<file path="src/nx4_cmd_config.svh">
`ifndef NX4_CMD_CONFIG_SVH
`define NX4_CMD_CONFIG_SVH

//////////////////////////////////////////////////////////////////////
// widths
//////////////////////////////////////////////////////////////////////
`define NX4_FB_ADDR_BITS	12	// framebuffer address bus
`define NX4_LUT_DATA_BITS	12	// intensity lookup entry
`define NX4_REG_COUNT		16

//////////////////////////////////////////////////////////////////////
// register map
//////////////////////////////////////////////////////////////////////
`define NX4_REG_SYSCTL			4'h0
`define NX4_SYSCTL_BIT_FB0_WRITE	0	// pixel writes go to fb0
`define NX4_SYSCTL_BIT_FB1_WRITE	1	// pixel writes go to fb1
`define NX4_REG_UNIT_ID			4'h1	// low nibble is our unit id
`define NX4_REG_AUTOINC_LEN		4'h8	// 0 = plain post-increment
`define NX4_REG_AUTOINC_MODULO	4'h9	// signed jump added at end of run

`define NX4_SYSCTL_RESET	8'h01	// only fb0 written after reset
`define NX4_UNIT_ID_BROADCAST	4'hF

// id byte layout
`define NX4_CMD_MODE_LSB	0	// mode in [2:0]
`define NX4_CMD_WRITE_BIT	3
`define NX4_CMD_UNIT_LSB	4	// unit id in [7:4]

`define NX4_MODE_REG	3'd0
`define NX4_MODE_FB		3'd1
`define NX4_MODE_GAMMA	3'd4

// sent once on tx after reset, first char in the top byte
`define NX4_BOOT_LEN	16
`define NX4_BOOT_TEXT	"\nOpenNX4 V0.0.1\n"

`endif

</file>
<file path="src/nx4_cmd_pkg.sv">
`include "nx4_cmd_config.svh"

package nx4_cmd_pkg;

	//////////////////////////////////////////////////////////////////////
	// basic vectors
	//////////////////////////////////////////////////////////////////////
	typedef logic [7:0] byte_t;
	typedef logic [15:0] cmd_addr_t;	// shared by reg, fb and gamma modes
	typedef logic [`NX4_FB_ADDR_BITS-1:0] fb_addr_t;
	typedef logic [7:0] lut_addr_t;	// 256 gamma entries
	typedef logic [`NX4_LUT_DATA_BITS-1:0] lut_data_t;
	typedef logic [3:0] reg_idx_t;
	typedef logic [3:0] unit_id_t;
	typedef logic [2:0] cmd_mode_t;
	typedef byte_t [`NX4_REG_COUNT-1:0] reg_bank_t;	// whole bank as one packed vector

	typedef enum logic [1:0] {
		PS_IDLE,	// waiting for a start byte
		PS_GOT_ID,	// id latched, next byte is addr low
		PS_GOT_ADDR,	// fb mode only, next byte is addr high
		PS_PAYLOAD
	} parse_state_e;

	//////////////////////////////////////////////////////////////////////
	// bundles between blocks
	//////////////////////////////////////////////////////////////////////
	typedef struct packed {
		byte_t data;
		logic start;	// first byte of a message
	} rx_byte_t;

	// one per accepted byte, qualified by ctl_valid
	typedef struct packed {
		cmd_mode_t mode;
		logic is_write;
		logic addr_lo_load;
		logic addr_hi_load;
		logic payload;
		byte_t data;
	} cmd_ctl_t;

	typedef struct packed {
		logic we0;
		logic we1;
		fb_addr_t addr;
		byte_t data;
	} fb_wr_t;

	typedef struct packed {
		logic we;
		lut_addr_t addr;
		lut_data_t data;
	} lut_wr_t;

endpackage

</file>
<file path="src/addr_gen.sv">
`timescale 1ns/1ps

module addr_gen (
	input logic CLK_40,
	input logic reset,
	input nx4_cmd_pkg::cmd_ctl_t ctl,
	input logic ctl_valid,
	input nx4_cmd_pkg::byte_t autoinc_len,
	input nx4_cmd_pkg::byte_t autoinc_modulo,
	output nx4_cmd_pkg::cmd_addr_t addr
);
	import nx4_cmd_pkg::*;

	byte_t mod_cnt;	// payload bytes since the last jump or load
	logic jump;
	cmd_addr_t modulo_ext;

	// end of an autoinc run replaces the +1 with the signed modulo
	assign jump = (autoinc_len != 8'd0) && (mod_cnt == autoinc_len);
	assign modulo_ext = {{8{autoinc_modulo[7]}}, autoinc_modulo};

	always_ff @(posedge CLK_40 or posedge reset) begin
		if (reset) begin
			addr <= '0;
			mod_cnt <= 8'd1;
		end else if (ctl_valid) begin
			if (ctl.addr_lo_load) begin
				addr <= {8'h00, ctl.data};
				mod_cnt <= 8'd1;
			end else if (ctl.addr_hi_load) begin
				addr <= {ctl.data, addr[7:0]};	// keep low byte, no increment
				mod_cnt <= 8'd1;
			end else if (ctl.payload) begin
				if (jump) begin
					addr <= addr + modulo_ext;
					mod_cnt <= 8'd1;
				end else begin
					addr <= addr + 16'd1;	// post-increment
					mod_cnt <= mod_cnt + 8'd1;
				end
			end
		end
	end

endmodule

</file>
<file path="src/cmd_parser.sv">
`timescale 1ns/1ps
`include "nx4_cmd_config.svh"

module cmd_parser (
	input logic CLK_40,
	input logic reset,
	input nx4_cmd_pkg::rx_byte_t rx,
	input logic rx_valid,
	input nx4_cmd_pkg::unit_id_t unit_id,
	output nx4_cmd_pkg::cmd_ctl_t ctl,
	output logic ctl_valid
);
	import nx4_cmd_pkg::*;

	parse_state_e state, state_nx;
	byte_t id_byte;	// first byte of the current message
	cmd_mode_t id_mode;
	unit_id_t id_unit;
	logic unit_ok;
	cmd_ctl_t ctl_nx;
	logic emit;

	assign id_mode = id_byte[`NX4_CMD_MODE_LSB +: 3];
	assign id_unit = id_byte[`NX4_CMD_UNIT_LSB +: 4];
	assign unit_ok = (id_unit == unit_id) || (id_unit == `NX4_UNIT_ID_BROADCAST);

	always_comb begin
		state_nx = state;
		emit = 1'b0;
		ctl_nx = '0;
		ctl_nx.mode = id_mode;
		ctl_nx.is_write = id_byte[`NX4_CMD_WRITE_BIT];
		ctl_nx.data = rx.data;
		if (rx_valid) begin
			if (rx.start) begin
				state_nx = PS_GOT_ID;	// start always restarts, even mid message
			end else begin
				case (state)
					PS_GOT_ID: begin
						if (unit_ok) begin
							emit = 1'b1;
							ctl_nx.addr_lo_load = 1'b1;
							// only fb mode carries a second address byte
							state_nx = (id_mode == `NX4_MODE_FB) ? PS_GOT_ADDR : PS_PAYLOAD;
						end else begin
							state_nx = PS_IDLE;	// someone else's message
						end
					end
					PS_GOT_ADDR: begin
						emit = 1'b1;
						ctl_nx.addr_hi_load = 1'b1;
						state_nx = PS_PAYLOAD;
					end
					PS_PAYLOAD: begin
						emit = 1'b1;
						ctl_nx.payload = 1'b1;
					end
					default: ;	// idle until next start byte
				endcase
			end
		end
	end

	always_ff @(posedge CLK_40 or posedge reset) begin
		if (reset) begin
			state <= PS_IDLE;
			ctl_valid <= 1'b0;
		end else begin
			state <= state_nx;
			ctl_valid <= emit;	// one cycle after the rx byte
		end
	end

	always_ff @(posedge CLK_40) begin
		if (rx_valid && rx.start)
			id_byte <= rx.data;
		ctl <= ctl_nx;
	end

endmodule

</file>
<file path="src/nx4_cmd_top.sv">
`timescale 1ns/1ps

module nx4_cmd_top (
	input logic CLK_40,
	input logic reset,
	input nx4_cmd_pkg::rx_byte_t rx,
	input logic rx_valid,
	input nx4_cmd_pkg::byte_t status,
	input logic tx_ready,
	output nx4_cmd_pkg::byte_t tx_data,
	output logic tx_valid,
	output nx4_cmd_pkg::fb_wr_t fb_wr,
	output nx4_cmd_pkg::lut_wr_t lut_wr,
	output nx4_cmd_pkg::reg_bank_t regs
);
	import nx4_cmd_pkg::*;

	//////////////////////////////////////////////////////////////////////
	// internal nets
	//////////////////////////////////////////////////////////////////////
	cmd_ctl_t ctl;	// per-byte command from the parser
	logic ctl_valid;
	cmd_addr_t addr;
	unit_id_t unit_id;
	byte_t autoinc_len, autoinc_modulo;
	logic [1:0] fb_sel;
	byte_t reply;
	logic reply_valid;

	cmd_parser u_parser (
		.CLK_40(CLK_40), .reset(reset), .rx(rx), .rx_valid(rx_valid),
		.unit_id(unit_id), .ctl(ctl), .ctl_valid(ctl_valid)
	);

	addr_gen u_addr (
		.CLK_40(CLK_40), .reset(reset), .ctl(ctl), .ctl_valid(ctl_valid),
		.autoinc_len(autoinc_len), .autoinc_modulo(autoinc_modulo), .addr(addr)
	);

	reg_file u_regs (
		.CLK_40(CLK_40), .reset(reset), .ctl(ctl), .ctl_valid(ctl_valid),
		.addr(addr), .status(status), .regs(regs), .unit_id(unit_id),
		.autoinc_len(autoinc_len), .autoinc_modulo(autoinc_modulo),
		.fb_sel(fb_sel), .reply(reply), .reply_valid(reply_valid)
	);

	pixel_write u_pix (
		.CLK_40(CLK_40), .reset(reset), .ctl(ctl), .ctl_valid(ctl_valid),
		.addr(addr), .fb_sel(fb_sel), .fb_wr(fb_wr), .lut_wr(lut_wr)
	);

	tx_sequencer u_tx (
		.CLK_40(CLK_40), .reset(reset), .reply(reply), .reply_valid(reply_valid),
		.rx_valid(rx_valid), .tx_ready(tx_ready), .tx_data(tx_data), .tx_valid(tx_valid)
	);

endmodule

</file>
<file path="src/pixel_write.sv">
`timescale 1ns/1ps
`include "nx4_cmd_config.svh"

module pixel_write (
	input logic CLK_40,
	input logic reset,
	input nx4_cmd_pkg::cmd_ctl_t ctl,
	input logic ctl_valid,
	input nx4_cmd_pkg::cmd_addr_t addr,
	input logic [1:0] fb_sel,
	output nx4_cmd_pkg::fb_wr_t fb_wr,
	output nx4_cmd_pkg::lut_wr_t lut_wr
);
	import nx4_cmd_pkg::*;

	logic wr_pay, fb_hit, gamma_hit;
	logic [1:0] fb_we;	// {we1, we0}
	logic lut_we;
	fb_addr_t fb_addr;
	byte_t fb_data;
	lut_addr_t lut_addr;
	lut_data_t lut_data;
	logic [3:0] msb_latch;	// top nibble of the gamma entry, sent first

	assign wr_pay = ctl_valid && ctl.payload && ctl.is_write;	// reads are ignored here
	assign fb_hit = wr_pay && (ctl.mode == `NX4_MODE_FB);
	assign gamma_hit = wr_pay && (ctl.mode == `NX4_MODE_GAMMA);

	always_ff @(posedge CLK_40 or posedge reset) begin
		if (reset) begin
			fb_we <= 2'b00;
			lut_we <= 1'b0;
		end else begin
			fb_we <= fb_hit ? fb_sel : 2'b00;
			lut_we <= gamma_hit && addr[0];	// odd byte completes the pair
		end
	end

	always_ff @(posedge CLK_40) begin
		fb_addr <= addr[`NX4_FB_ADDR_BITS-1:0];	// pre-increment address
		fb_data <= ctl.data;
		lut_addr <= addr[8:1];	// two bytes per entry
		lut_data <= {msb_latch, ctl.data};
		if (gamma_hit && !addr[0])
			msb_latch <= ctl.data[3:0];
	end

	assign fb_wr = '{we0: fb_we[0], we1: fb_we[1], addr: fb_addr, data: fb_data};
	assign lut_wr = '{we: lut_we, addr: lut_addr, data: lut_data};

endmodule

</file>
<file path="src/reg_file.sv">
`timescale 1ns/1ps
`include "nx4_cmd_config.svh"

module reg_file (
	input logic CLK_40,
	input logic reset,
	input nx4_cmd_pkg::cmd_ctl_t ctl,
	input logic ctl_valid,
	input nx4_cmd_pkg::cmd_addr_t addr,
	input nx4_cmd_pkg::byte_t status,
	output nx4_cmd_pkg::reg_bank_t regs,
	output nx4_cmd_pkg::unit_id_t unit_id,
	output nx4_cmd_pkg::byte_t autoinc_len,
	output nx4_cmd_pkg::byte_t autoinc_modulo,
	output logic [1:0] fb_sel,
	output nx4_cmd_pkg::byte_t reply,
	output logic reply_valid
);
	import nx4_cmd_pkg::*;

	reg_idx_t idx;
	logic reg_hit;	// register-mode data byte

	assign idx = addr[3:0];	// upper address bits ignored in reg mode
	assign reg_hit = ctl_valid && ctl.payload && (ctl.mode == `NX4_MODE_REG);

	// fields other blocks need
	assign unit_id = regs[`NX4_REG_UNIT_ID][3:0];
	assign autoinc_len = regs[`NX4_REG_AUTOINC_LEN];
	assign autoinc_modulo = regs[`NX4_REG_AUTOINC_MODULO];
	assign fb_sel = {regs[`NX4_REG_SYSCTL][`NX4_SYSCTL_BIT_FB1_WRITE],
		regs[`NX4_REG_SYSCTL][`NX4_SYSCTL_BIT_FB0_WRITE]};

	always_ff @(posedge CLK_40 or posedge reset) begin
		if (reset) begin
			regs <= '0;
			regs[`NX4_REG_SYSCTL] <= `NX4_SYSCTL_RESET;
			reply_valid <= 1'b0;
		end else begin
			reply_valid <= reg_hit;	// every reg byte gets exactly one reply
			if (reg_hit && ctl.is_write)
				regs[idx] <= ctl.data;
		end
	end

	// write echoes status pins, read returns the old value
	always_ff @(posedge CLK_40) begin
		if (reg_hit)
			reply <= ctl.is_write ? status : regs[idx];
	end

endmodule

</file>
<file path="src/tx_sequencer.sv">
`timescale 1ns/1ps
`include "nx4_cmd_config.svh"

module tx_sequencer (
	input logic CLK_40,
	input logic reset,
	input nx4_cmd_pkg::byte_t reply,
	input logic reply_valid,
	input logic rx_valid,
	input logic tx_ready,
	output nx4_cmd_pkg::byte_t tx_data,
	output logic tx_valid
);
	import nx4_cmd_pkg::*;

	typedef logic [$clog2(`NX4_BOOT_LEN+1)-1:0] boot_cnt_t;
	typedef logic [$clog2(`NX4_BOOT_LEN)-1:0] boot_idx_t;

	localparam boot_cnt_t BOOT_LEN = boot_cnt_t'(`NX4_BOOT_LEN);
	localparam logic [8*`NX4_BOOT_LEN-1:0] BOOT_ROM = `NX4_BOOT_TEXT;

	byte_t hold_data;	// single-entry holder
	logic hold_full;
	boot_cnt_t boot_cnt;	// chars still to send, counts down
	boot_idx_t boot_idx;
	logic reply_load, boot_load;

	assign boot_idx = boot_idx_t'(boot_cnt - 1'b1);	// cnt 16 picks the top byte
	// a reply fits if the holder is empty or draining this cycle, else it is lost
	assign reply_load = reply_valid && (!hold_full || tx_ready);
	// boot text only fills idle gaps
	assign boot_load = !hold_full && !reply_valid && !rx_valid && (boot_cnt != '0);

	always_ff @(posedge CLK_40 or posedge reset) begin
		if (reset) begin
			hold_full <= 1'b0;
			boot_cnt <= BOOT_LEN;
		end else if (reply_load) begin
			hold_full <= 1'b1;
		end else if (boot_load) begin
			hold_full <= 1'b1;
			boot_cnt <= boot_cnt - 1'b1;
		end else if (tx_ready) begin
			hold_full <= 1'b0;	// transfer done
		end
	end

	always_ff @(posedge CLK_40) begin
		if (reply_load)
			hold_data <= reply;
		else if (boot_load)
			hold_data <= BOOT_ROM[boot_idx*8 +: 8];
	end

	assign tx_data = hold_data;	// stable until the transfer
	assign tx_valid = hold_full;

endmodule
</file>
<file path="config.mk">
export PLATFORM = sky130hd
export DESIGN_NAME = nx4_cmd_top
export DESIGN_NICKNAME = d
export VERILOG_FILES = /design/src/nx4_cmd_pkg.sv /design/src/addr_gen.sv /design/src/cmd_parser.sv /design/src/nx4_cmd_top.sv /design/src/pixel_write.sv /design/src/reg_file.sv /design/src/tx_sequencer.sv
export VERILOG_INCLUDE_DIRS = /design/src
export SDC_FILE = /design/constraint.sdc
export NUM_CORES = 1
export LEC_CHECK = 0
export BUFFER_PORTS_ARGS = -buffer_cell sky130_fd_sc_hd__buf_2
export CORE_ASPECT_RATIO = 0.8
export CORE_MARGIN = 8
export CORE_UTILIZATION = 40
export CTS_BUF_LIST = sky130_fd_sc_hd__clkbuf_4 sky130_fd_sc_hd__clkbuf_8
export CTS_CLUSTER_DIAMETER = 80
export DETAILED_ROUTE_END_ITERATION = 8
export HOLD_SLACK_MARGIN = 0.02
export RECOVER_POWER = 100
export SYNTH_ARGS = -nofsm -noshare
export SYNTH_HDL_FRONTEND = slang
export SYNTH_SLANG_ARGS = --single-unit
</file>
<file path="constraint.sdc">
create_clock -name CLK_40 -period 5.5 [get_ports CLK_40]
set_input_delay 0.275 -clock CLK_40 [delete_from_list [all_inputs] [get_ports CLK_40]]
set_output_delay 0.275 -clock CLK_40 [all_outputs]
set_load 0.005 [all_outputs]
</file>
==> results.md <==
* Run status: complete, but fails checks
* Failing checks: max-capacitance violations, max-slew violations
* Ports at 201
* Total grt overflow at 0
* Synth Cell Area at 0.0104 sq mm
* Yosys cell types at 62
* Power per cell area at 320 mW/mm^2
* Critical path data required time at 5.94 ns
* Tmin final at 3.76 ns
* Crit path from: u_addr.mod_cnt[0]
* Final Skew at 0.0102 ns
* RR Endpoint: u_addr.addr[10]
* Critical path arrival at 4.20 ns
* Total number of vias at 7114
* Post_cts resized at 0
* Crit-path slowest cell: dfstp_1
* Hold path start: status[6]
* Slew Viols, Final at 95
* Synthesized flop and latch total at 228
* Detail Placement HPWL at 21.9 mm
* Clock net sink count at 228
* Number of antenna diodes at 0
* Post-synth EDFFs at 28
* Worst vdd ir at 153 uV
* Critical path, cell by cell: xnor2_1, nand4_1, nor3_1, clkbuf_1, nand2b_1, ha_1, inv_1, fa_1, nor2b_1, o31ai_1, a22o_1, nand2_1, a311oi_1, xor2_1, o31ai_1
* # DRC at 0
* Routability Congestion at 0.889
* Mean Syn Cell Area at 13.5 sq um
* Crit-path max FO at 16
* P_leak at 5.37 nW
* P&R area growth vs syn at 17.0%
* CTS Buffer Depth at 3
* DIE HEIGHT at 160 um
* First-pass GRT wire length at 47.2 mm
* Relative slew slack at -111%
* Tightest Pin Transition at 3.15 ns
* Clock buffer count from CTS at 39
* Warnings from Yosys at 0
* Hold crit path type: input port to flip-flop
* Final period util at 68.4%
* Post-Place Cells at 1246
* Largest net degree at the start of global routing at 70
* Hold worst-path end: u_regs.reply[6]
* Via-to-Cell Ratio at 5.36
* Die Wd at 196 um
* Total GRT Usage at 19.5%
* Cells after synthesis at 769
* R2R depth at 15
* Final hold viol count at 0
* # Post-CTS Setup Buffers at 0
* Top cell type's share of synthesized area at 38.1%
* Layout cell share with drive strength beyond 1 at 28.4%
* Reg2reg start: u_addr.mod_cnt[0]
* CTS clk-pin slew, worst paths at 0.06 ns
* Port Buffers at 200
* DRT Pass-1 Iters at 5
* Setup TNS after final layout at 0 ns
* Maxcap violations at 2
* CTS tree: built
* RSZ-0062 raised after global routing: no
* Top post-synthesis cells by area: dfrtp_1 38%, mux2_2 14%, mux4_2 8.7%
* Critical Path Start Type: flip-flop
* Clock root cell: clkbuf_8
* Final WL at 30.9 mm
* Post-synth top flop: dfrtp_1
* Post-route ant nets at 0
* Slowest stage delay, CP at 0.59 ns
* Placement Rows at 52
* Initial core utilization at 40.9%
* Die footprint at 0.0314 sq mm
* Fillcell total at 2405
* WL/cell at 23.3 um
* Core ar. at 0.0254 sq mm
* H-tree depth at 2
* DRT iter0 DRCs at 430
* Post-synthesis sequential area ratio at 54.5%
* Cell type with the largest total area after synthesis: dfrtp_1
* Non-filler cells, final at 1328
* Hold path depth at 2
* Vias in the first global route at 7455
* Critical path's most frequent cell: o31ai_1
* Setup crit end kind: flip-flop
* Reg-to-reg slack, setup at 1.74 ns
* Clk_lat worst skew at 0.54 ns
* Nets at 1013
* Setup CP Type: flip-flop to flip-flop
* Post-synthesis async set-or-reset flop share at 70.6%
* Final setup vio count at 0
* Max Fclk at 266 MHz
* Syn nets at 809
* Antenna violations before repair at 0
[worst max-delay path by stage]
| stage | to | slack [ns] |
|---|---|---|
| 2_1_floorplan | u_addr.addr[0] | 0.88 |
| 3_3_place_gp | u_addr.addr[10] | 2.20 |
| 3_5_place_dp | u_addr.addr[8] | 2.10 |
| 4_1_cts | u_addr.addr[8] | 2.07 |
| 5_1_grt | u_regs.regs[95] | 1.23 |
| 6_report | u_addr.addr[10] | 1.74 |
[cells by family after synthesis]
group | Yosys count | share of synthesized area [%]
simple gates | 149 | 7.71
compound gates | 103 | 6.24
buf+inv | 69 | 3.34
flops | 228 | 54.5
mux | 178 | 23.9
fa+ha+maj | 19 | 2.36
xor+xnor | 23 | 1.94
[report_power, final]
part	leakage (nW)	internal (W)	switching [W]	total [W]
sequential	2.77	0.00180	0.0000949	0.00189
combinational	2.18	0.000183	0.000277	0.000460
clock	0.415	0.000836	0.000696	0.00153
[final cells by class]
class | count | area [sq um] | area share [%]
Clock buffer | 60 | 719 | 5.93
Clock inverter | 12 | 57.6 | 0.474
Inverter | 16 | 61.3 | 0.505
Multi-Input combinational cell | 472 | 4300 | 35.4
Sequential cell | 228 | 5660 | 46.6
Tap cell | 324 | 405 | 3.34
Timing Repair Buffer | 216 | 941 | 7.75
[synthesized netlist by cell type (all sizes together), types with 8 or more instances]
| library cell | number |
|---|---|
| and3 | 9 |
| nor2 | 32 |
| dfrtp | 158 |
| mux2 | 135 |
| edfxtp | 28 |
| nand2 | 38 |
| buf | 29 |
| a21oi | 25 |
| xnor2 | 12 |
| inv | 16 |
| nand3 | 11 |
| nor3 | 15 |
| o2bb2ai | 8 |
| ha | 18 |
| mux4 | 40 |
| o21ai | 38 |
| and2 | 9 |
| xor2 | 11 |
| clkbuf | 24 |
| dfxtp | 39 |
[per-stage QoR]
stage	hold slack (ns)	setup slack, ns	util [%]	cell area, sq um	power (W)
after global routing	0.0357	1.23	47.8	12100	0.00409
after floorplan	0.303	0.882	-	10400	0.00225
after detailed placement	0.327	2.10	45.5	11500	0.00240
after CTS	0.0343	2.07	49.0	12400	0.00395
final	0.0624	1.74	47.8	12100	0.00389
after global placement	0.325	2.20	45.5	11500	0.00239
[critical path, delay by kind of cell, from the launching register on]
kind	cells	cell delay, ns
buffers and inverters	2	0.54
adders and majority gates	2	0.41
xor gates and xnor gates	2	0.24
AOI/OAI and AO/OA	4	1.24
and+or+nand+nor	5	0.64
DFF	1	0.59
[state kept, by name (all words and copies together), names as in the netlist]
| register | cells |
|---|---|
| u_tx.boot_cnt | 5 |
| u_regs.autoinc_len | 8 |
| u_tx.tx_valid | 1 |
| u_regs.regs | 110 |
| u_parser.ctl_valid | 1 |
| u_parser.ctl | 15 |
| u_parser.id_byte | 8 |
| u_addr.mod_cnt | 8 |
| u_addr.addr | 12 |
| u_regs.reply_valid | 1 |
| u_pix.lut_data | 5 |
| u_regs.fb_sel | 2 |
| u_regs.reply | 8 |
| u_regs.autoinc_modulo | 8 |
| u_pix.msb_latch | 4 |
| u_parser.state | 2 |
| u_pix.fb_data | 7 |
| u_pix.fb_addr | 12 |
| u_tx.tx_data | 8 |
| u_pix.lut_we | 1 |
| u_pix.fb_we | 2 |
[layer usage]
metal | up-vias | GRT usage [%] | routed length, um | part of all wire (%)
li1 | 3241 | - | - | -
met1 | 3589 | 27.2 | 14500 | 47
met2 | 228 | 28.7 | 13300 | 43
met3 | 56 | 6.18 | 2350 | 7.6
met4 | 0 | 5.68 | 749 | 2.4
met5 | - | 0 | 0 | 0
[placed cells by master, fill, tap and decap left out, drive strengths merged, types with 4 or more instances in the layout]
cell type      n
dfxtp         39
and3           9
edfxtp        28
nor3          15
mux4          40
nand2         38
nand3         11
nor4           5
o2bb2ai        8
o21ai         38
xor2          11
nand2b         7
dfrtp        158
clkbuf       216
nor2          32
and2           9
a32oi          5
mux2         135
clkinv        10
a21oi         25
inv           16
or2            4
dlygate4sd3   10
ha            18
nor2b          4
buf           50
nor3b          7
xnor2         12
[repair_timing]
action | in CTS | in global routing
hold endpoints to repair | 82 | 0
setup endpoints to repair | 0 | 0
hold buffers | 10 | 0
(Power assumes the default switching activity.)
